**src/hdl/spiBridge_defines.svh**
```systemverilog
/*
 * SPI bridge constants shared by the package and all RTL.
 * SCK must stay at or below iSCLK / SPI_OVERSAMPLE_MIN.
 * Register 0 is read-only and always returns SPI_ID_VALUE.
 */
`ifndef SPI_BRIDGE_DEFINES_SVH
`define SPI_BRIDGE_DEFINES_SVH

// ----------------------------------------------------------
// bus geometry
// ----------------------------------------------------------
`define SPI_BUS_WIDTH 32
`define SPI_REG_COUNT 16

// flag positions inside the address word
`define SPI_ADRS_VALID_BIT 31
`define SPI_ADRS_WRITE_BIT 30

// ----------------------------------------------------------
// timing and identity
// ----------------------------------------------------------
// minimum iSCLK cycles per SCK period
`define SPI_OVERSAMPLE_MIN 8
// fixed contents of register 0
`define SPI_ID_VALUE 32'h5A1B_0001

`endif
```
**src/hdl/spiBridgePkg.sv**
```systemverilog
/*
 * Types shared across the SPI bridge.
 * Widths follow spiBridge_defines.svh.
 */
`include "spiBridge_defines.svh"

package spiBridgePkg;

	// ----------------------------------------------------------
	// bus types
	// ----------------------------------------------------------
	// one word on the register bus, data or address
	typedef logic [`SPI_BUS_WIDTH-1:0] busWordT;

	// register index, low bits of the address word
	typedef logic [$clog2(`SPI_REG_COUNT)-1:0] regIndexT;

	// ----------------------------------------------------------
	// serial stage FSM
	// ----------------------------------------------------------
	typedef enum logic [2:0]
	{
		// waiting for chip select to fall
		IDLE,
		// shifting in the address word
		ADRS,
		// one cycle to raise the read strobe
		RDWAIT,
		// shifting the data word in and out
		DATA,
		// frame complete, waiting for chip select to rise
		DONE
	} spiStateT;

endpackage

```
**src/hdl/spiBridgeTop.sv**
```systemverilog
/*
 * SPI slave to register bus bridge, mode 0, MSB first.
 * SCK at most iSCLK / 8; miso is low while csN is high.
 */
`timescale 1ns/1ps

module spiBridgeTop
(
	input  logic iSCLK,
	input  logic arstN,
	input  logic sck,
	input  logic csN,
	input  logic mosi,
	output logic miso
);

	// serial stage to bus register stage
	spiBridgePkg::busWordT spiRd;
	spiBridgePkg::busWordT spiAdrs;
	logic spiREd;
	spiBridgePkg::busWordT mUsiRd;
	// bus register stage to register bank
	spiBridgePkg::busWordT mUsiWd;
	spiBridgePkg::busWordT mUsiAdrs;
	spiBridgePkg::busWordT mUsiRdIn;

	// ----------------------------------------------------------
	// pin level serial stage
	// ----------------------------------------------------------
	spiSignal uSpiSignal
	(
		.iSCLK   (iSCLK),
		.arstN   (arstN),
		.sck     (sck),
		.csN     (csN),
		.mosi    (mosi),
		.miso    (miso),
		.mUsiRd  (mUsiRd),
		.spiRd   (spiRd),
		.spiAdrs (spiAdrs),
		.spiREd  (spiREd)
	);

	// bus register stage
	spiSignalMux uSpiSignalMux
	(
		.iSCLK    (iSCLK),
		.arstN    (arstN),
		.spiRd    (spiRd),
		.spiAdrs  (spiAdrs),
		.spiREd   (spiREd),
		.mUsiRdIn (mUsiRdIn),
		.mUsiRd   (mUsiRd),
		.mUsiWd   (mUsiWd),
		.mUsiAdrs (mUsiAdrs)
	);

	// register bank
	csrBank uCsrBank
	(
		.iSCLK    (iSCLK),
		.arstN    (arstN),
		.mUsiWd   (mUsiWd),
		.mUsiAdrs (mUsiAdrs),
		.mUsiRdIn (mUsiRdIn)
	);

endmodule

```
**src/hdl/csrBank.sv**
```systemverilog
/*
 * Sixteen 32-bit control registers on the bridge bus.
 * Index 0 is read-only and returns SPI_ID_VALUE; writes to it are dropped.
 * Access happens only while the valid flag of mUsiAdrs is set.
 */
`timescale 1ns/1ps
`include "spiBridge_defines.svh"

module csrBank
(
	input  logic                  iSCLK,
	input  logic                  arstN,
	input  spiBridgePkg::busWordT mUsiWd,
	input  spiBridgePkg::busWordT mUsiAdrs,
	output spiBridgePkg::busWordT mUsiRdIn
);

	// ----------------------------------------------------------
	// address decode
	// ----------------------------------------------------------
	spiBridgePkg::regIndexT regIndex;
	logic adrsValid;
	logic wrEn;

	assign regIndex = mUsiAdrs[$bits(spiBridgePkg::regIndexT)-1:0];
	assign adrsValid = mUsiAdrs[`SPI_ADRS_VALID_BIT];
	// index 0 never takes a write
	assign wrEn = adrsValid && mUsiAdrs[`SPI_ADRS_WRITE_BIT] && (regIndex != '0);

	// ----------------------------------------------------------
	// register storage
	// ----------------------------------------------------------
	// writable registers 1 to 15
	spiBridgePkg::busWordT regFile [1:`SPI_REG_COUNT-1];

	always_ff @(posedge iSCLK or negedge arstN)
	begin
		if (!arstN)
		begin
			for (int i = 1; i < `SPI_REG_COUNT; i++)
				regFile[i] <= '0;
		end
		else if (wrEn)
		begin
			// lands at the end of the valid cycle
			regFile[regIndex] <= mUsiWd;
		end
	end

	// ----------------------------------------------------------
	// read back
	// ----------------------------------------------------------
	// combinational from the address
	always_comb
	begin
		mUsiRdIn = '0;
		if (adrsValid)
		begin
			if (regIndex == '0)
				mUsiRdIn = `SPI_ID_VALUE;
			else
				mUsiRdIn = regFile[regIndex];
		end
	end

endmodule

```
**src/hdl/spiSignalMux.sv**
```systemverilog
/*
 * Register stage between the serial stage and the register bank.
 * Address is nonzero only in the cycle after a strobe.
 * Read data passes back unregistered.
 */
`timescale 1ns/1ps

module spiSignalMux
(
	input  logic                  iSCLK,
	input  logic                  arstN,
	input  spiBridgePkg::busWordT spiRd,
	input  spiBridgePkg::busWordT spiAdrs,
	input  logic                  spiREd,
	input  spiBridgePkg::busWordT mUsiRdIn,
	output spiBridgePkg::busWordT mUsiRd,
	output spiBridgePkg::busWordT mUsiWd,
	output spiBridgePkg::busWordT mUsiAdrs
);

	// ----------------------------------------------------------
	// bus side registers
	// ----------------------------------------------------------
	// write data follows the serial stage every cycle
	always_ff @(posedge iSCLK)
	begin
		mUsiWd <= spiRd;
	end

	// address only on the strobe
	// valid flag inside marks the single access cycle
	always_ff @(posedge iSCLK or negedge arstN)
	begin
		if (!arstN)
			mUsiAdrs <= '0;
		else if (spiREd)
			mUsiAdrs <= spiAdrs;
		else
			mUsiAdrs <= '0;
	end

	// bank read data straight back
	assign mUsiRd = mUsiRdIn;

	// ----------------------------------------------------------
	// checks
	// ----------------------------------------------------------
	// no bus access without a preceding strobe
	adrsIdleZero: assert property (@(posedge iSCLK) disable iff (!arstN)
		!spiREd |=> mUsiAdrs == '0);

endmodule

```
**src/hdl/spiSignal.sv**
```systemverilog
/*
 * SPI mode 0 slave, MSB first, 64-bit frames (address word then data word).
 * Pins are oversampled by iSCLK, so SCK must be <= iSCLK / 8.
 * Raising csN mid-frame drops the frame without a bus strobe.
 */
`timescale 1ns/1ps
`include "spiBridge_defines.svh"

module spiSignal
(
	input  logic                  iSCLK,
	input  logic                  arstN,
	input  logic                  sck,
	input  logic                  csN,
	input  logic                  mosi,
	output logic                  miso,
	input  spiBridgePkg::busWordT mUsiRd,
	output spiBridgePkg::busWordT spiRd,
	output spiBridgePkg::busWordT spiAdrs,
	output logic                  spiREd
);
	localparam int unsigned cntWidth = $clog2(`SPI_BUS_WIDTH);
	localparam logic [cntWidth-1:0] lastCnt = cntWidth'(`SPI_BUS_WIDTH - 1);

	// ----------------------------------------------------------
	// pin synchronizers and edge detect
	// ----------------------------------------------------------
	logic [1:0] sckSync;
	logic [1:0] csSync;
	logic [1:0] mosiSync;
	logic sckDly;
	logic csDly;
	logic sckRise;
	logic sckFall;
	logic csRise;
	logic csFall;

	always_ff @(posedge iSCLK or negedge arstN)
	begin
		if (!arstN)
		begin
			sckSync <= '0;
			sckDly <= 1'b0;
			// chip select idles high
			csSync <= '1;
			csDly <= 1'b1;
			mosiSync <= '0;
		end
		else
		begin
			sckSync <= {sckSync[0], sck};
			sckDly <= sckSync[1];
			csSync <= {csSync[0], csN};
			csDly <= csSync[1];
			mosiSync <= {mosiSync[0], mosi};
		end
	end

	// edges seen two flops after the pins
	assign sckRise = sckSync[1] & ~sckDly;
	assign sckFall = ~sckSync[1] & sckDly;
	assign csRise = csSync[1] & ~csDly;
	assign csFall = ~csSync[1] & csDly;

	// ----------------------------------------------------------
	// frame decode
	// ----------------------------------------------------------
	spiBridgePkg::spiStateT state;
	logic [cntWidth-1:0] bitCnt;
	spiBridgePkg::busWordT adrsShift;
	spiBridgePkg::busWordT dataShift;
	spiBridgePkg::busWordT misoShift;
	spiBridgePkg::busWordT adrsWord;
	spiBridgePkg::busWordT dataWord;
	logic misoBit;
	logic rdLoad;
	logic lastBit;
	logic isRead;
	logic writeEnd;

	assign lastBit = (bitCnt == lastCnt);
	// full words including the bit arriving on this rising edge
	assign adrsWord = {adrsShift[`SPI_BUS_WIDTH-2:0], mosiSync[1]};
	assign dataWord = {dataShift[`SPI_BUS_WIDTH-2:0], mosiSync[1]};
	// valid and not write
	assign isRead = adrsWord[`SPI_ADRS_VALID_BIT] & ~adrsWord[`SPI_ADRS_WRITE_BIT];
	// last data bit of a valid write frame
	assign writeEnd = (state == spiBridgePkg::DATA) && sckRise && lastBit
		&& adrsShift[`SPI_ADRS_VALID_BIT] && adrsShift[`SPI_ADRS_WRITE_BIT];

	// shift registers and bus data, no reset
	always_ff @(posedge iSCLK)
	begin
		if (sckRise && state == spiBridgePkg::ADRS)
			adrsShift <= adrsWord;
		if (sckRise && state == spiBridgePkg::DATA)
			dataShift <= dataWord;
		// read strobe carries zero data
		if (state == spiBridgePkg::RDWAIT)
			spiRd <= '0;
		else if (writeEnd)
			spiRd <= dataWord;
	end

	always_ff @(posedge iSCLK or negedge arstN)
	begin
		if (!arstN)
		begin
			state <= spiBridgePkg::IDLE;
			bitCnt <= '0;
			spiREd <= 1'b0;
			rdLoad <= 1'b0;
			misoShift <= '0;
			misoBit <= 1'b0;
		end
		else
		begin
			// strobe defaults low, one-cycle pulse
			spiREd <= 1'b0;
			// read data is back from the bank one cycle after the strobe
			rdLoad <= spiREd && (state == spiBridgePkg::DATA);
			if (csSync[1])
			begin
				// deselect or abort
				state <= spiBridgePkg::IDLE;
				bitCnt <= '0;
				misoShift <= '0;
				misoBit <= 1'b0;
			end
			else
			begin
				case (state)
					spiBridgePkg::IDLE:
					begin
						bitCnt <= '0;
						if (csFall)
							state <= spiBridgePkg::ADRS;
					end
					spiBridgePkg::ADRS:
					begin
						if (sckRise)
						begin
							bitCnt <= bitCnt + 1'b1;
							if (lastBit)
								state <= isRead ? spiBridgePkg::RDWAIT : spiBridgePkg::DATA;
						end
					end
					spiBridgePkg::RDWAIT:
					begin
						spiREd <= 1'b1;
						state <= spiBridgePkg::DATA;
					end
					spiBridgePkg::DATA:
					begin
						// load wins, next SCK fall is several cycles away
						if (rdLoad)
							misoShift <= mUsiRd;
						else if (sckFall)
						begin
							misoBit <= misoShift[`SPI_BUS_WIDTH-1];
							misoShift <= {misoShift[`SPI_BUS_WIDTH-2:0], 1'b0};
						end
						if (sckRise)
						begin
							bitCnt <= bitCnt + 1'b1;
							if (lastBit)
							begin
								state <= spiBridgePkg::DONE;
								spiREd <= writeEnd;
							end
						end
					end
					default:
					begin
						// DONE, hold until csN rises
						bitCnt <= '0;
					end
				endcase
			end
		end
	end

	assign spiAdrs = adrsShift;
	// held low while deselected
	assign miso = misoBit & ~csN;

	// ----------------------------------------------------------
	// checks
	// ----------------------------------------------------------
	// one strobe per access, never back to back
	strobePulse: assert property (@(posedge iSCLK) disable iff (!arstN)
		spiREd |=> !spiREd);

	// deselect always ends the frame
	csReturnsIdle: assert property (@(posedge iSCLK) disable iff (!arstN)
		csRise |=> state == spiBridgePkg::IDLE);

	// SCK high phase long enough for the read load
	sckOversample: assert property (@(posedge iSCLK) disable iff (!arstN)
		sckRise |=> !sckFall [*(`SPI_OVERSAMPLE_MIN / 2 - 1)]);

endmodule

```
**config.mk**
```make
export PLATFORM = sky130hd
export DESIGN_NAME = spiBridgeTop
export DESIGN_NICKNAME = d
export VERILOG_FILES = /design/src/hdl/spiBridgePkg.sv /design/src/hdl/spiBridgeTop.sv /design/src/hdl/csrBank.sv /design/src/hdl/spiSignalMux.sv /design/src/hdl/spiSignal.sv
export VERILOG_INCLUDE_DIRS = /design/src /design/src/hdl
export SDC_FILE = /design/constraint.sdc
export NUM_CORES = 1
export LEC_CHECK = 0
export ABC_AREA = 0
export BUFFER_PORTS_ARGS = -buffer_cell sky130_fd_sc_hd__buf_2
export CAP_MARGIN = 10
export CORE_MARGIN = 8
export CORE_UTILIZATION = 55
export CTS_CLUSTER_SIZE = 10
export DETAILED_ROUTE_END_ITERATION = 6
export PLACE_DENSITY = 0.7
export REMOVE_ABC_BUFFERS = 1
export SYNTH_ARGS = -nofsm -noshare
export SYNTH_HDL_FRONTEND = slang
export SYNTH_SLANG_ARGS = --single-unit
```
**constraint.sdc**
```tcl
create_clock -name iSCLK -period 5.6 [get_ports iSCLK]
set_clock_uncertainty 0.05 [all_clocks]
set_input_delay 0.28 -clock iSCLK [delete_from_list [all_inputs] [get_ports iSCLK]]
set_output_delay 0.28 -clock iSCLK [all_outputs]
set_load 0.01 [all_outputs]
```
==> results.txt <==
The placeable core region is just over 50000 µm². Setup repair after global routing left no endpoint under its margin. The highest achievable clock rate came out at 295 MHz.

The first global-routing pass estimated 101000 µm of wire. The clock latency reported for the late side of the worst-skew pair came out at 600 ps. After detailed placement, the total cell area comes to 28600 µm². The detailed router used layers up to and including met4. After synthesis, the most frequently instantiated cells are 534 x dfrtp_1, 438 x mux2_2, 137 x mux2i_1. The biggest area contributor in the post-synthesis netlist is dfrtp_1. Before CTS, the worst setup slack after placement is 2210 ps. The pin count of the biggest net entering global routing came out at about 150. The register area share after synthesis is 0.593. The area of the die is 58400 µm². The signal arrival time at the worst endpoint is approximately 3800 ps. The post-CTS setup buffer count came out at 0. The worst reg-to-reg path cell count is 4. The number of placement rows is just over 80. The antenna diode count is 0. In this run the worst hold path is classified as in2async.

The maximum VDD drop is about 0.25 mV. The flop and latch count out of synthesis came out at 664. The share of the synthesized area in the top cell type is 0.477. Across the run, the number of max-cap violations was 0. The transition time at the pin with the least slew margin is 1120 ps. The number of clock buffers inserted by TritonCTS came out at 77. The delay of the slowest cell on the worst path came out at 910 ps. The time the final worst path needs with I/O delays and setup is between 3000 and 4000 ps. The cell with the largest stage delay on the worst path is dfrtp_4. The number of hold violations in the final report is 0. The leakage power is 14.0 nW. The register area came out at 16600 µm².

The weighted congestion reported at the end of routability-driven placement is 0.771. The fill cell instance count of the final layout is 3802. The tree is rooted in a clkbuf_16. The share of final-layout standard cells stronger than drive strength 1 is 0.360. The multi-input combinational cells in the finished layout cover a total of 10800 µm².

The count of buffers added on input and output ports is 5. The areal power density over the cells is 308 nW/µm². The number of library cell types mapped by synthesis came out at 52. Final hold analysis gives a worst-case slack of 278 ps. The number of sinks on the clock net is 664. The number of remaining DRC errors came out at 0. The critical path capture point type is a register. The top-level I/O count came out at 6. By area the synthesized netlist is led by dfrtp_1 48%, mux2_2 18%, edfxtp_1 6.8%, mux2i_1 4.9%, dfxtp_1 4.6%.

The critical path starts at uSpiSignalMux.mUsiAdrs[0]. The number of optimization iterations in the first detailed-route pass came out at 7. The maximum net fanout on the critical path came out at 44. Detailed placement finished with a half-perimeter wire length of 36400 µm. Excluding fillers, the count of instances in the completed layout stands at 2612. The register clock-pin slew on the reported worst setup and hold paths is 50 ps. The quantity of hold-fixing buffers added after cts came out at 4. The design area is 30900 µm².

The via count of the first global-routing pass is 17099. The synthesized area divided by synthesized cell count came out at 14.6 µm². The routed length on met2 came out at 30100 µm. The core utilization of the finished layout is 0.615.

The worst path meets setup with 2210 ps of slack. The total routing usage reported by global routing is 0.219. The setup TNS after final layout came out at 0 ps.

The count of placed standard cells including taps is 2471. The worst setup path is launched from a register. The initial core utilization came out at 0.557. In the synthesized netlist the async set-or-reset flop fraction comes to 0.809. The overall power after layout came out at 9.51 mW. The startpoint identified for the worst register-to-register timing path is uSpiSignalMux.mUsiAdrs[0]. The slack of the worst reg-to-reg path came out at 2210 ps.

The required time of the worst setup path came out at 6020 ps. For this run, the leading register cell type out of synthesis is dfrtp_1. The part of the power in combinational logic came out at 0.010.

Once the clock tree was built, the resizer swapped 0 gates to a different size. The routed length on met3 came out at 3820 µm. The longest clock path from root to sink contains 3 buffers.

The overall via count from detail_route came out at 16117. For this block, the routed nets add up to about 64000 µm of wire. The H-tree was split into 3 levels.

The switching power as a share of total power is 0.207. The share of the clock period used by the worst path is 0.606. The sequential share of power came out at 0.512. The count of flip-flops with a built-in enable after synthesis is 63. The endpoint identified for the worst register-to-register timing path is uCsrBank.regFile[200]. The net switching power figure came out at 1.97 mW. The critical path goes through nand2b_1 -> nor2_4 -> buf_4 -> mux2_2. The count of synthesis-stage warnings from yosys is 0. The net count of the finished layout is 1889.

By instance count, the leading cell after synthesis is dfrtp_1. The total overflow left after global routing is 0. The number of antenna violations at the first check in global routing came out at 1. The number of pins with negative max-slew slack in the final report was 0. The internal power of the cells totals 7.54 mW.

The final setup violation count is 0. The buffers plus inverters on the worst setup path came out at 1. The count of nets left with antenna violations after detail routing came out at 0. The CTS tree is done. Relative to the synthesized area, the layout overhead comes to 10.3%. The vias per cell is 6.17.

The detailed-routing wirelength on met1 came out at 28300 µm. The worst setup path is of the reg2reg kind. In this run the tightest slew margin relative to its limit is 0.250. The combined area of all synthesized cells is 28000 µm². Synthesis produced a netlist whose cell count is 1921.

The die is ~240 µm wide. After detailed routing, the average wire length per cell comes to approximately 24 µm. From bottom edge to top edge, the die measures between 200 and 250 µm. On the critical path the largest part of the delay comes from simple AND/OR/NAND/NOR gates.

For this block, the initial DRC count from the detailed router was roughly 1200. The flow ran to the end, and the final reports show no timing, DRC or antenna violations. The clock group share of total power is 0.478.
==> layout by cell type, fill, tap and decap left out, types with 4 or more instances in the layout <==
cell type / synthesis / layout
dlygate4sd3_1: 0 / 4
a21oi_1: 34 / 34
a2bb2oi_1: 8 / 8
o21ai_0: 10 / 10
dfxtp_1: 64 / 64
a22oi_1: 62 / 62
mux2_4: 60 / 60
and2_1: 10 / 9
edfxtp_1: 63 / 63
clkbuf_1: 92 / 50
dfrtp_1: 534 / 531
nor2_4: 0 / 9
mux2i_1: 137 / 137
a221o_1: 23 / 23
and3_1: 4 / 4
mux2_1: 5 / 5
clkbuf_16: 0 / 80
buf_2: 51 / 4
mux4_2: 34 / 34
nor2_1: 21 / 11
o211ai_1: 33 / 33
nand2_1: 69 / 68
nand2b_1: 11 / 10
mux2_2: 438 / 438
inv_6: 0 / 4
nand3_1: 57 / 57
buf_4: 4 / 34
a32oi_1: 31 / 31
nor2b_1: 8 / 5
==> worst register-to-register path: stages, from the launching register on <==
cell and delay, ps:
dfrtp_4 910, nand2b_1 680, nor2_4 770, buf_4 460, mux2_2 390
==> worst max path at each step <==
| stage | endpoint | slack, ps | cells past startpoint |
|---|---|---|---|
| final | uCsrBank.regFile[200] | 2210 | 4 |
| after floorplan | uCsrBank.regFile[64] | -4010 | 3 |
| after global placement | uCsrBank.regFile[408] | 2140 | 4 |
| after global routing | uCsrBank.regFile[197] | 2070 | 4 |
| after CTS | uCsrBank.regFile[200] | 2210 | 4 |
| after detailed placement | uCsrBank.regFile[197] | 2210 | 4 |
==> power groups by stage <==
| stage | Sequential [mW] | Combinational (mW) | Clock [mW] |
|---|---|---|---|
| 3_5_place_dp | 4.96 | 0.100 | 0 |
| 4_1_cts | 4.87 | 0.103 | 4.65 |
| 2_1_floorplan | 4.95 | 0.00909 | 0 |
| 3_3_place_gp | 4.95 | 0.0975 | 0 |
| 5_1_grt | 4.87 | 0.115 | 4.84 |
| 6_report | 4.87 | 0.0964 | 4.54 |
==> layer usage <==
| metal | track usage | vias to the layer above |
|---|---|---|
| li1 | - | 7001 |
| met1 | 0.302 | 8595 |
| met2 | 0.343 | 415 |
| met3 | 0.0462 | 106 |
| met4 | 0.0725 | 0 |
| met5 | 0 | - |
==> logic make-up after synthesis <==
family	share of synthesized area
fa+ha+maj	0.000893
flops	0.593
buf+inv	0.0274
compound gates	0.0560
mux	0.286
simple gates	0.0352
xor+xnor	0.000938
==> area by class of cell <==
class                           count  share of cell area
Clock inverter                      6             0.00182
Sequential cell                   664               0.538
Timing Repair Buffer               46              0.0124
Multi-Input combinational cell   1088               0.349
Inverter                            5            0.000688
Clock buffer                      131              0.0713
Tap cell                          672              0.0272
==> flip-flops by register name (all words and copies together), names as in the netlist <==
name	flops
uSpiSignal.misoBit	1
uSpiSignal.dataShift	31
uSpiSignalMux.mUsiWd	32
uSpiSignal.mosiSync	2
uSpiSignal.csDly	1
uSpiSignal.spiRd	32
uCsrBank.regFile	480
uSpiSignal.bitCnt	5
uSpiSignal.csSync	2
uSpiSignal.spiAdrs	32
uSpiSignal.spiREd	1
uSpiSignalMux.mUsiAdrs	6
uSpiSignal.sckSync	2
uSpiSignal.state	3
uSpiSignal.rdLoad	1
uSpiSignal.misoShift	32
uSpiSignal.sckDly	1
Note: power is estimated with default switching activity, not from simulation.
